[src/frv_pkg.sv]
/*
 * Shared widths, types and constants of the RV32 fetch front end.
 * Only 32-bit instructions are fetched, so the PC always steps by 4.
 * The fetch buffer depth is fixed at 2 and its pointers are sized from it.
 */
package frv_pkg;

    // ------------------------------------------------------------------
    // Data path widths
    // ------------------------------------------------------------------

    localparam int XLEN = 32;                     // Data path width

    typedef logic [XLEN-1:0] word_t;              // Instruction or memory word
    typedef logic [XLEN-1:0] addr_t;              // Byte address or PC

    // ------------------------------------------------------------------
    // Program counter
    // ------------------------------------------------------------------

    localparam addr_t FRV_PC_RESET_VALUE = 32'h8000_0000; // PC after reset
    localparam addr_t PC_STEP            = 32'd4;         // One 32-bit instruction

    // ------------------------------------------------------------------
    // Fetch packet
    // ------------------------------------------------------------------

    // Unit carried from fetch through the FD register
    typedef struct packed {
        logic  error;                             // Memory error on this word
        addr_t pc;                                // Address the word came from
        word_t instr;                             // Fetched instruction
    } fetch_pkt_t;

    localparam int FETCH_PKT_W = $bits(fetch_pkt_t); // 65 bits

    // ------------------------------------------------------------------
    // Fetch buffer and request FSM
    // ------------------------------------------------------------------

    localparam int FBUF_DEPTH = 2;                // Fetch buffer entries
    localparam int FBUF_PTR_W = $clog2(FBUF_DEPTH); // Buffer pointer width

    typedef enum logic [1:0] {
        IDLE,                                     // Leaving reset
        REQ,                                      // Request on imem
        WAIT_SPACE                                // No room for another word
    } fetch_state_t;

endpackage
[src/frv_pipeline.sv]
/*
 * Front end of the RV32 pipeline: fetch stage and FD register.
 * Decode and later stages sit outside, and drive cf_req/cf_target until
 * cf_ack. Only 32-bit reads are made on imem; there is no write path.
 */
`timescale 1ns/1ps

module frv_pipeline (
    input  logic                g_clk,      // Global clock
    input  logic                rst_n,      // Async reset, active low

    // Instruction memory
    output logic                imem_cen,   // Chip enable
    input  logic                imem_stall, // Memory stall
    output frv_pkg::addr_t      imem_addr,  // Read address
    input  frv_pkg::word_t      imem_rdata, // Read data
    input  logic                imem_error, // Read error

    // Control flow change
    input  logic                cf_req,     // Redirect request
    input  frv_pkg::addr_t      cf_target,  // Redirect address
    output logic                cf_ack,     // Redirect taken

    // Decode side
    output frv_pkg::fetch_pkt_t s1_pkt,     // Packet to decode
    output logic                s1_valid,   // s1_pkt valid
    input  logic                s1_busy     // Decode busy
);

    import frv_pkg::*;

    // ------------------------------------------------------------------
    // Fetch to FD wires
    // ------------------------------------------------------------------

    fetch_pkt_t s0_pkt;                     // Fetch output packet
    logic       s0_valid;                   // s0_pkt valid
    logic       s0_busy;                    // FD register full
    logic       fd_flush;                   // Clear FD on redirect

    // ------------------------------------------------------------------
    // Fetch stage
    // ------------------------------------------------------------------

    frv_core_fetch i_core_fetch (
        .g_clk      (g_clk     ),
        .rst_n      (rst_n     ),
        .cf_req     (cf_req    ), // Redirect request
        .cf_target  (cf_target ),
        .cf_ack     (cf_ack    ),
        .fd_flush   (fd_flush  ),
        .imem_cen   (imem_cen  ),
        .imem_stall (imem_stall),
        .imem_addr  (imem_addr ),
        .imem_rdata (imem_rdata),
        .imem_error (imem_error),
        .s0_pkt     (s0_pkt    ), // To FD register
        .s0_valid   (s0_valid  ),
        .s0_busy    (s0_busy   )
    );

    // ------------------------------------------------------------------
    // FD pipeline register
    // ------------------------------------------------------------------

    frv_pipeline_register #(
        .RLEN (FETCH_PKT_W)
    ) i_pipereg_fd (
        .g_clk   (g_clk   ),
        .rst_n   (rst_n   ),
        .i_data  (s0_pkt  ), // Whole fetch packet
        .i_valid (s0_valid),
        .o_busy  (s0_busy ),
        .flush   (fd_flush),
        .o_data  (s1_pkt  ),
        .o_valid (s1_valid),
        .i_busy  (s1_busy )  // Decode back-pressure
    );

endmodule

[src/frv_core_fetch.sv]
/*
 * Fetch stage. Keeps at most one imem request outstanding and only issues
 * when the buffer can take its response. A redirect waits for any stalled
 * request to be accepted first, then requests cf_target. Memory errors are
 * passed on with the word and do not stop fetching.
 */
`timescale 1ns/1ps

module frv_core_fetch (
    input  logic                g_clk,      // Global clock
    input  logic                rst_n,      // Async reset, active low
    input  logic                cf_req,     // Control flow change request
    input  frv_pkg::addr_t      cf_target,  // New fetch address
    output logic                cf_ack,     // Target request accepted
    output logic                fd_flush,   // Flush the FD register
    output logic                imem_cen,   // Memory request
    input  logic                imem_stall, // Memory not accepting
    output frv_pkg::addr_t      imem_addr,  // Request address
    input  frv_pkg::word_t      imem_rdata, // Response word
    input  logic                imem_error, // Response error
    output frv_pkg::fetch_pkt_t s0_pkt,     // Packet to FD register
    output logic                s0_valid,   // s0_pkt valid
    input  logic                s0_busy     // FD register full
);

    import frv_pkg::*;

    // ------------------------------------------------------------------
    // Request side
    // ------------------------------------------------------------------

    fetch_state_t state;         // Request FSM
    fetch_state_t state_nxt;
    addr_t        fetch_pc;      // Address presented on imem
    logic         fetch_cf;      // fetch_pc is the redirect target
    logic         accept;        // Request taken by memory
    logic [2:0]   occ_nxt;       // Buffer entries next cycle
    logic [2:0]   occ_req;       // Plus a request accepted now
    logic         space_ok;      // Room for one more response
    logic         go_req;        // Present a request next cycle

    // Response side
    logic         rsp_pend;      // Response arrives this cycle
    logic         rsp_discard;   // That response is off the old path
    addr_t        rsp_pc;        // PC of the outstanding request
    fetch_pkt_t   rsp_pkt;
    logic         push;
    logic         pop;
    logic         buf_valid;
    logic [1:0]   buf_count;

    assign imem_cen  = (state == REQ);
    assign imem_addr = fetch_pc;
    assign accept    = imem_cen && !imem_stall;

    assign cf_ack   = accept && fetch_cf;          // One cycle, on target accept
    assign fd_flush = cf_ack;

    // Occupancy seen by the request made next cycle
    assign occ_nxt  = cf_ack ? 3'd0 : ({1'b0, buf_count} + {2'b00, push} - {2'b00, pop});
    assign occ_req  = occ_nxt + {2'b00, accept};
    assign space_ok = (occ_req < FBUF_DEPTH);

    // Flush on ack frees the buffer, so a redirect never waits for space
    assign go_req = space_ok || (cf_req && !cf_ack);

    always_comb begin
        state_nxt = state;
        case (state)
            IDLE       : state_nxt = REQ;          // First request after reset
            REQ        : begin
                if (accept) begin
                    state_nxt = go_req ? REQ : WAIT_SPACE;
                end
            end
            WAIT_SPACE : begin
                if (go_req) begin
                    state_nxt = REQ;
                end
            end
            default    : state_nxt = IDLE;
        endcase
    end

    always_ff @(posedge g_clk or negedge rst_n) begin
        if (!rst_n) begin
            state    <= IDLE;
            fetch_pc <= FRV_PC_RESET_VALUE;
            fetch_cf <= 1'b0;
        end else begin
            state <= state_nxt;
            // Address may only move when no request is held by a stall
            if (!imem_cen || accept) begin
                if (cf_req && !cf_ack) begin
                    fetch_pc <= cf_target;         // Switch path
                    fetch_cf <= 1'b1;
                end else if (accept) begin
                    fetch_pc <= fetch_pc + PC_STEP;
                    fetch_cf <= 1'b0;
                end
            end
        end
    end

    // ------------------------------------------------------------------
    // Response tracking
    // ------------------------------------------------------------------

    always_ff @(posedge g_clk or negedge rst_n) begin
        if (!rst_n) begin
            rsp_pend    <= 1'b0;
            rsp_discard <= 1'b0;
        end else begin
            rsp_pend    <= accept;
            rsp_discard <= accept && cf_req && !fetch_cf; // Known stale already
        end
    end

    always_ff @(posedge g_clk) begin
        if (accept) begin
            rsp_pc <= fetch_pc;
        end
    end

    assign rsp_pkt = '{error: imem_error, pc: rsp_pc, instr: imem_rdata};

    // Response landing on the ack cycle belongs to the old path
    assign push = rsp_pend && !rsp_discard && !cf_ack;
    assign pop  = s0_valid && !s0_busy;

    assign s0_valid = buf_valid && !cf_ack;

    frv_core_fetch_buffer i_fetch_buffer (
        .g_clk     (g_clk    ),
        .rst_n     (rst_n    ),
        .flush     (cf_ack   ), // Drop old path words
        .push      (push     ),
        .push_pkt  (rsp_pkt  ),
        .pop       (pop      ),
        .out_valid (buf_valid),
        .out_pkt   (s0_pkt   ),
        .count     (buf_count)
    );

    // Memory sees the same request until it takes it
    a_imem_hold : assert property (@(posedge g_clk) disable iff (!rst_n)
        imem_cen && imem_stall |=> imem_cen && $stable(imem_addr))
        else $error("imem request changed during stall");

endmodule

[src/frv_pipeline_register.sv]
/*
 * One stage-to-stage register slice with valid/busy flow control.
 * It reloads when empty or when its item leaves in the same cycle, so
 * o_busy depends on i_busy combinationally. flush drops the held item
 * and any item offered in the same cycle.
 */
`timescale 1ns/1ps

module frv_pipeline_register #(
    parameter int RLEN = 32                 // Item width
) (
    input  logic            g_clk,          // Global clock
    input  logic            rst_n,          // Async reset, active low
    input  logic [RLEN-1:0] i_data,         // Item from stage N
    input  logic            i_valid,        // i_data valid
    output logic            o_busy,         // Stage N must hold
    input  logic            flush,          // Drop the held item
    output logic [RLEN-1:0] o_data,         // Item to stage N+1
    output logic            o_valid,        // o_data valid
    input  logic            i_busy          // Stage N+1 busy
);

    // ------------------------------------------------------------------
    // Flow control
    // ------------------------------------------------------------------

    logic load;                             // Slot free this cycle

    assign load   = !o_valid || !i_busy;    // Empty, or item leaving
    assign o_busy = o_valid && i_busy;

    // ------------------------------------------------------------------
    // Slice
    // ------------------------------------------------------------------

    always_ff @(posedge g_clk or negedge rst_n) begin
        if (!rst_n) begin
            o_valid <= 1'b0;
        end else if (flush) begin
            o_valid <= 1'b0;                // Flush beats load
        end else if (load) begin
            o_valid <= i_valid;
        end
    end

    always_ff @(posedge g_clk) begin
        if (load && i_valid && !flush) begin
            o_data <= i_data;
        end
    end

    // ------------------------------------------------------------------
    // Checks
    // ------------------------------------------------------------------

    // Next stage can rely on a held item not moving
    a_hold_data : assert property (@(posedge g_clk) disable iff (!rst_n)
        o_valid && i_busy && !flush |=> $stable(o_data))
        else $error("pipeline register data changed while held");

endmodule

[src/frv_core_fetch_buffer.sv]
/*
 * Two-entry FIFO of fetch packets. An empty FIFO shows the word being
 * pushed on its output in the same cycle, so a single word passes through.
 * flush wins over push and pop. Pushing while full is not supported.
 */
`timescale 1ns/1ps

module frv_core_fetch_buffer (
    input  logic                g_clk,     // Global clock
    input  logic                rst_n,     // Async reset, active low
    input  logic                flush,     // Drop every entry
    input  logic                push,      // Write a packet
    input  frv_pkg::fetch_pkt_t push_pkt,  // Packet to write
    input  logic                pop,       // Consume the head packet
    output logic                out_valid, // Head packet present
    output frv_pkg::fetch_pkt_t out_pkt,   // Head packet
    output logic [1:0]          count      // Entries held
);

    import frv_pkg::*;

    // ------------------------------------------------------------------
    // Storage and pointers
    // ------------------------------------------------------------------

    fetch_pkt_t            mem [FBUF_DEPTH]; // Packet storage
    logic [FBUF_PTR_W-1:0] wr_ptr;           // Next slot to write
    logic [FBUF_PTR_W-1:0] rd_ptr;           // Head slot
    logic                  empty;            // Nothing stored
    logic                  wr_en;            // Push lands in storage
    logic                  rd_en;            // Pop frees a stored entry

    assign empty = (count == 2'd0);

    // A word pushed and popped while empty never touches storage
    assign wr_en = push && !(empty && pop);
    assign rd_en = pop && !empty;

    assign out_valid = !empty || push;                // Bypass when empty
    assign out_pkt   = empty ? push_pkt : mem[rd_ptr];

    // ------------------------------------------------------------------
    // Pointer and occupancy update
    // ------------------------------------------------------------------

    always_ff @(posedge g_clk or negedge rst_n) begin
        if (!rst_n) begin
            wr_ptr <= '0;
            rd_ptr <= '0;
            count  <= 2'd0;
        end else if (flush) begin
            wr_ptr <= '0;                             // Flush beats push
            rd_ptr <= '0;
            count  <= 2'd0;
        end else begin
            if (wr_en) begin
                wr_ptr <= wr_ptr + 1'b1;              // Wraps at depth 2
            end
            if (rd_en) begin
                rd_ptr <= rd_ptr + 1'b1;
            end
            count <= count + {1'b0, wr_en} - {1'b0, rd_en};
        end
    end

    always_ff @(posedge g_clk) begin
        if (wr_en && !flush) begin
            mem[wr_ptr] <= push_pkt;                  // Payload only
        end
    end

    // ------------------------------------------------------------------
    // Checks
    // ------------------------------------------------------------------

    // Fetch reserves room before it issues a request
    a_no_push_full : assert property (@(posedge g_clk) disable iff (!rst_n)
        push && !flush |-> count < FBUF_DEPTH)
        else $error("fetch buffer pushed while full");

    // Stage behind may only take a word that exists
    a_no_pop_empty : assert property (@(posedge g_clk) disable iff (!rst_n)
        pop |-> !empty || push)
        else $error("fetch buffer popped while empty");

endmodule

[config.mk]
export PLATFORM = sky130hd
export DESIGN_NAME = frv_pipeline
export DESIGN_NICKNAME = d
export VERILOG_FILES = /design/src/frv_pkg.sv /design/src/frv_pipeline.sv /design/src/frv_core_fetch.sv /design/src/frv_pipeline_register.sv /design/src/frv_core_fetch_buffer.sv
export SDC_FILE = /design/constraint.sdc
export NUM_CORES = 1
export LEC_CHECK = 0
export ABC_AREA = 1
export BUFFER_PORTS_ARGS = -buffer_cell sky130_fd_sc_hd__buf_2
export CORE_ASPECT_RATIO = 0.7
export CORE_MARGIN = 5
export CORE_UTILIZATION = 45
export DETAILED_ROUTE_END_ITERATION = 6
export MAX_ROUTING_LAYER = met4
export PLACE_DENSITY = 0.73
export SLEW_MARGIN = 20
export SYNTH_ARGS = -nofsm -noshare
export SYNTH_HDL_FRONTEND = slang
export SYNTH_SLANG_ARGS = --single-unit
[constraint.sdc]
create_clock -name g_clk -period 7.3 [get_ports g_clk]
set_input_delay 0.365 -clock g_clk [delete_from_list [all_inputs] [get_ports g_clk]]
set_output_delay 0.365 -clock g_clk [all_outputs]
set_load 0.005 [all_outputs]
# == After elaboration in Yosys (flattened, before gate mapping) ==
# Memories as Yosys holds them, arrays and structs flattened.
# Cells that the tools add are included.
# op_classes
n_reduce_logical,38
muxes,19
order_cmp,1
n_addsub,8
eq_ne,4
# ops
cell,n
two-way mux 65 bit,1
two-way mux 32 bit,2
adder 32 x 3 -> 32 bit (second input constant),1
logical AND 1 bit,16
logical NOT 1 bit,10
two-way mux 1 bit,10
two-way mux 2 bit,4
nonzero test 2 bit,4
one-hot mux 2 bit (3 select lines),1
logical NOT 2 bit,2
logical OR 1 bit,4
AND reduction 2 bit,2
adder 2 x 1 -> 3 bit,1
adder 3 x 1 -> 3 bit,1
less-than comparator 3 x 2 -> 1 bit (second input constant),1
two-way mux 3 bit,1
subtractor 3 x 1 -> 3 bit,1
adder 1 bit (second input constant),2
adder 2 x 1 -> 2 bit,1
equality test 2 x 1 -> 1 bit (second input constant),1
equality test 2 bit (second input constant),1
!= test 2 x 1 -> 1 bit (second input constant),1
!= test 2 bit (second input constant),1
subtractor 2 x 1 -> 2 bit,1
# totals
out_inout_bits,100
ramBits,130
n_memories,1
ff_bits,139
wordCells,82
# mem_list
memory,words,word_bits,rd,rd_clocked_by_memory_dff,write_ports,line_no,rtl
i_core_fetch.i_fetch_buffer.mem,2,65,1,0,1,frv_core_fetch_buffer.sv:26,fetch_pkt_t mem [FBUF_DEPTH];

# == Depth between registers and ports, before layout ==
# depth
ltp_word,16
mapped_depth,17
depth_no_buf,17

# == Hierarchy ==
# A second synthesis with hierarchy kept.
# unflattened
hier_cells,1080
hier_area_um2,12104.1
# by_module_without_submodules
module,area_each_um2,cells_each,instances
frv_core_fetch_buffer,6296.0,521,1
frv_core_fetch,3798.6,486,1
frv_pipeline_register,2009.4,73,1

# == Worst setup path after synthesis ==
# OpenSTA, ideal clock, no wires.
# synth_path
kind,flip-flop to flip-flop
startpoint,register i_core_fetch.state[0]
endpoint,"memory i_core_fetch.i_fetch_buffer.mem[0][0] (netlist bit), enable pin"
stages_incl_launch_ff,8
t_arrival_ns,3.664
setup_time_ns,0.488
path_buffers,0
slack_ns,3.148
cell_sequence,dfrtp_1 > inv_1 > nor2_2 > nand2_4 > nor2_8 > nor2_1 > nand2_2 > nor2_1
# synth_via
elab_chain_len,14
# synth_rtl
item,line_no,rtl
from (decl),frv_core_fetch.sv:32,fetch_state_t state;
from (signal assigned),frv_core_fetch.sv:91,state <= state_nxt;
equality test 2 x 1 -> 1 bit *,frv_core_fetch.sv:52,assign imem_cen = (state == REQ);
net imem_cen,frv_pipeline.sv:13,"output logic imem_cen,"
logical AND 1 bit *,frv_core_fetch.sv:54,assign accept = imem_cen && !imem_stall;
logical AND 1 bit *,frv_core_fetch.sv:56,assign cf_ack = accept && fetch_cf;
net cf_ack,frv_pipeline.sv:22,"output logic cf_ack,"
logical NOT 1 bit *,"frv_core_fetch.sv:128, frv_core_fetch.sv:131, frv_core_fetch_buffer.sv:67",
logical AND 1 bit,frv_core_fetch.sv:128,assign push = rsp_pend && !rsp_discard && !cf_ack;
logical OR 1 bit,frv_core_fetch_buffer.sv:39,assign out_valid = !empty || push;
logical AND 1 bit,frv_core_fetch.sv:131,assign s0_valid = buf_valid && !cf_ack;
logical AND 1 bit,frv_core_fetch.sv:129,assign pop = s0_valid && !s0_busy;
logical AND 1 bit,frv_core_fetch_buffer.sv:36,assign wr_en = push && !(empty && pop);
logical NOT 1 bit,frv_core_fetch_buffer.sv:36,
logical AND 1 bit,frv_core_fetch_buffer.sv:36,
logical AND 1 bit *,frv_core_fetch_buffer.sv:67,if (wr_en && !flush) begin
two-way mux 1 bit *,frv_core_fetch_buffer.sv:67,
two-way mux 1 bit (implied by the code) *,frv_core_fetch_buffer.sv:68,mem[wr_ptr] <= push_pkt;
to (decl),frv_core_fetch_buffer.sv:26,
# The timed path passes the listed nets; every way through them passes the cells marked *.

# == Worst setup path after layout ==
# layout_path
startpoint,register i_core_fetch.i_fetch_buffer.count[1]
endpoint,register i_core_fetch.state[1]
# layout_via
elab_chain_len,13
elab_cells_between_ends,16
# layout_rtl
item,line_no,rtl
from (decl),frv_core_fetch_buffer.sv:17,output logic [1:0] count
from (signal assigned),frv_core_fetch_buffer.sv:62,"count <= count + {1'b0, wr_en} - {1'b0, rd_en};"
logical NOT 2 bit,frv_core_fetch_buffer.sv:33,assign empty = (count == 2'd0);
logical NOT 1 bit,frv_core_fetch_buffer.sv:39,
logical OR 1 bit,frv_core_fetch_buffer.sv:39,
logical AND 1 bit,frv_core_fetch.sv:131,
logical AND 1 bit,frv_core_fetch.sv:129,
subtractor 3 x 1 -> 3 bit *,frv_core_fetch.sv:60,"assign occ_nxt = cf_ack ? 3'd0 : ({1'b0, buf_count} + {2'b00, push} - {2'b00, pop});"
two-way mux 3 bit *,frv_core_fetch.sv:60,
adder 3 x 1 -> 3 bit *,frv_core_fetch.sv:61,"assign occ_req = occ_nxt + {2'b00, accept};"
less-than comparator 3 x 2 -> 1 bit *,frv_core_fetch.sv:62,assign space_ok = (occ_req < FBUF_DEPTH);
logical OR 1 bit *,frv_core_fetch.sv:65,assign go_req = space_ok || (cf_req && !cf_ack);
two-way mux 2 bit,frv_core_fetch.sv:73,state_nxt = go_req ? REQ : WAIT_SPACE;
two-way mux 2 bit,frv_core_fetch.sv:72,if (accept) begin
one-hot mux 2 bit (3 select lines),frv_core_fetch.sv:69,case (state)
# Every way passes the cells marked *; elsewhere a longest branch is shown, timed or not. The select of a mux whose other input is x is not followed.
# A chain may end at the register's enable or synchronous reset.

==> impl_summary.txt <==
----------------------------------------------------
[Status]
  Status ... completed

[Place]
  Placed inst area ... 12300 um^2
  Routability congestion estimate from global placement ... 0.858
  Detailed Place HPWL ... 16800 um
  Quantity of I/O buffers inserted on ports ... 169

[Worst setup path]
  Max Fanout on Critical Path ... 67
  Endpoint arrival time on the critical path ... 3.91 ns
  Category of the critical setup timing path ... register to register
  CP startpoint kind ... register
  Element type at the critical path end ... register
  Required time at the worst-slack endpoint ... 7.74 ns

[Logic synthesis]
  Area of the mapped netlist ... 11200 um^2
  Top cells by area, synth ... edfxtp_1, dfrtp_1, nand2_1
  Synthesized netlist cell count ... 999
  Portion of the post-synthesis area used by sequential elements ... 70.2%
  EDFF count, synth ... 227
  Yosys synthesis warning count ... 0
  Top-area cell type share of the netlist area ... 60.8%
  Yosys cell types ... 33
  Async set-reset flop share out of synthesis ... 15.6%
  List of most frequent post-synthesis cells ... edfxtp_1, nand2_1, a21oi_1
  Register bit total from synthesis ... 269
  Number of nets in the synthesized netlist ... 1076
  Average cell area after synthesis ... 11.2 um^2
  Post-synth top area cell ... edfxtp_1
  Most used flip-flop cell after synthesis ... edfxtp_1
  Most used standard cell by instance count after synthesis ... edfxtp_1

[Job]
  Max-capacitance violation count ... 0

[Timing]
  Hold violation total from the final report ... 0
  Slew at the pin closest to its max-slew limit ... 1.00 ns
  Final critical-path required period ... 3.48 ns
  Clk_skew ... 0.0246 ns
  Max-slew violations ... 0
  Setup_tns ... 0 ns
  Max transition margin ... 33.0%
  Setup Viol. Count Final ... 0
  Final period utilization ... 47.6%
  Maximum clock frequency ... 288 MHz
  Setup repair after global routing missed its margin ... false

[Floorplanning]
  Initial standard-cell utilization of the core ... 45.6%
  Number of placement rows ... 48
  Floorplan die area ... 28200 um^2
  Number of I/O pins ... 170
  Core ar. ... 24600 um^2
  Die outline height ... 142 um
  Chip Width ... 199 um

[Power]
  Leakage power of the design ... 5.27 nW
  PwrDens ... 461 nW/um^2
  Maximum ir drop on the vdd rail ... 0.268 mV
  Post-layout total power ... 0.00610 W

[Global routing]
  Global routing usage on met1 ... 29.4%
  Global route total overflow ... 0
  Global-route total usage across every layer ... 18.9%
  Antenna violations before repair ... 0
  Number of global-route vias before repair ... 7361
  Most Crowded Layer GR ... met1
  Pin count of the biggest net entering global routing ... 68
  Met3 global-route usage ... 3.36%
  Met2 global-route usage ... 26.3%
  Global-route wire length before repair ... 41200 um

[Final layout]
  Proportion of layout cells with a drive suffix above 1 ... 20.8%
  Nets ... 1240
  Post-layout instance area ... 13200 um^2
  Area overhead of the layout relative to synthesis ... 18.0%

[Drt]
  Average via count per standard cell ... 5.25
  Routed wire length per instance ... 17.6 um
  1st-pass router iterations ... 5
  Number of remaining DRC errors ... 0
  Via count ... 7924
  Wire length after detailed routing ... 26500 um
  Detailed router's first-iteration violation count ... 812
  Routed Antenna Nets ... 0

[Clock network]
  Number of hold buffers added after cts ... 0
  Largest buffer count on any clock path ... 3
  H-tree levels ... 1
  Number of buffers created by CTS ... 26
  Clock-pin transition on the worst setup and hold timing paths ... 0.06 ns
  CTS tree ... yes
  Cell at the root of the clock tree ... clkbuf_16
  Number of buffers inserted by post-CTS setup repair ... 0
  Clock latency on the worst-skew pair ... 0.53 ns
  Sink Count ... 269
  Post-cts gate resize count ... 0

[Min path]
  Worst hold path class ... input pin to register

----------------------------------------------------
## sequential cells by signal, indices dropped and copies added, names as in the netlist
| name | count |
|---|---|
| i_core_fetch.imem_addr | 32 |
| i_core_fetch.state | 2 |
| i_core_fetch.rsp_pc | 32 |
| i_core_fetch.fetch_cf | 1 |
| i_core_fetch.i_fetch_buffer.wr_ptr | 1 |
| i_pipereg_fd.o_data | 65 |
| i_core_fetch.i_fetch_buffer.mem | 130 |
| i_pipereg_fd.o_valid | 1 |
| i_core_fetch.i_fetch_buffer.rd_ptr | 1 |
| i_core_fetch.i_fetch_buffer.count | 2 |
| i_core_fetch.rsp_discard | 1 |
| i_core_fetch.rsp_pend | 1 |
## cell type report
type,count,area [um^2]
diodes,1,2.50
multi-input cells,627,2910
inverters,62,233
flip-flops and latches,269,7870
well taps,325,407
clock buffers,39,709
fillers,2123,11300
repair buffers,177,911
clock inverters,9,185
## power by group
group	leakage, nW	switching (W)	internal [W]	total [W]
combinational	2.21	0.00125	0.000640	0.00189
clock	0.432	0.000556	0.000852	0.00141
sequential	2.62	0.000378	0.00242	0.00280
total	5.27	0.00219	0.00391	0.00610
## path summary, 6_finish.rpt
path	startpoint	end	slack (ns)	cells past startpoint
setup reg to reg	i_core_fetch.i_fetch_buffer.count[1]	i_core_fetch.state[1]	3.82	17
setup / recovery	i_core_fetch.i_fetch_buffer.count[1]	i_core_fetch.state[1]	3.82	17
min in group asynchronous	rst_n	i_core_fetch.imem_addr[22]	0.39	2
hold reg to reg	i_core_fetch.rsp_pc[4]	i_core_fetch.i_fetch_buffer.mem[0][36]	0.47	0
hold / removal	imem_rdata[1]	i_core_fetch.i_fetch_buffer.mem[0][1]	0.04	1
max in group asynchronous	rst_n	i_core_fetch.i_fetch_buffer.rd_ptr	6.45	2
## placed cells by master (no fill, tap or decap), drive strengths merged
master and instances:
a21oi 149, a22oi 1, buf 176, bufinv 5, clkbuf 39, clkinv 3
dfrtp 41, dfstp 1, diode 1, dlygate4sd3 1, edfxtp 227, fa 1
ha 6, inv 63, nand2 236, nand3 47, nand4 1, nor2 134
nor3 2, o211ai 1, o21ai 39, or2 5, xnor2 4, xor2 1
## worst max-delay path: stages, from the launching register on
cell and delay (ns):
dfrtp_1 0.40, inv_1 0.11, nand2_2 0.06, buf_4 0.58, o21ai_0 0.43, nor2_1 0.21
ha_1 0.26, inv_1 0.06, ha_1 0.14, fa_1 0.40, inv_1 0.07, nor2_1 0.04
ha_1 0.21, inv_1 0.06, nand3_1 0.07, nand3_1 0.12, nand2_1 0.06, a21oi_1 0.12
## through the flow
step | cells | utilization (%) | hold WS, ns | setup slack [ns]
after floorplan | 999 | - | 0.0694 | 3.15
final | 1509 | 53.8 | 0.0353 | 3.82
after global placement | 1459 | 50.1 | 0.456 | 3.91
after detailed placement | 1459 | 50.1 | 0.462 | 3.78
after CTS | 1507 | 53.8 | 0.0106 | 3.74
after global routing | 1508 | 53.8 | 0.0143 | 3.47
## per-layer routing
layer | part of all wire, % | wire [um] | vias up
li1 | - | - | 3756
met1 | 46 | 12200 | 3808
met2 | 43 | 11400 | 330
met3 | 9.3 | 2470 | 30
met4 | 1.4 | 363 | 0
met5 | 0 | 0 | -
## logic make-up after synthesis
kind of cell | synth area share, %
flip-flops | 70.2
AO/OA/AOI/OAI | 8.70
AND/OR/NAND/NOR | 15.8
adder cells (fa/ha/maj) | 0.848
buffers and inverters | 4.10
XOR/XNOR | 0.391
(Power assumes the default switching activity.)
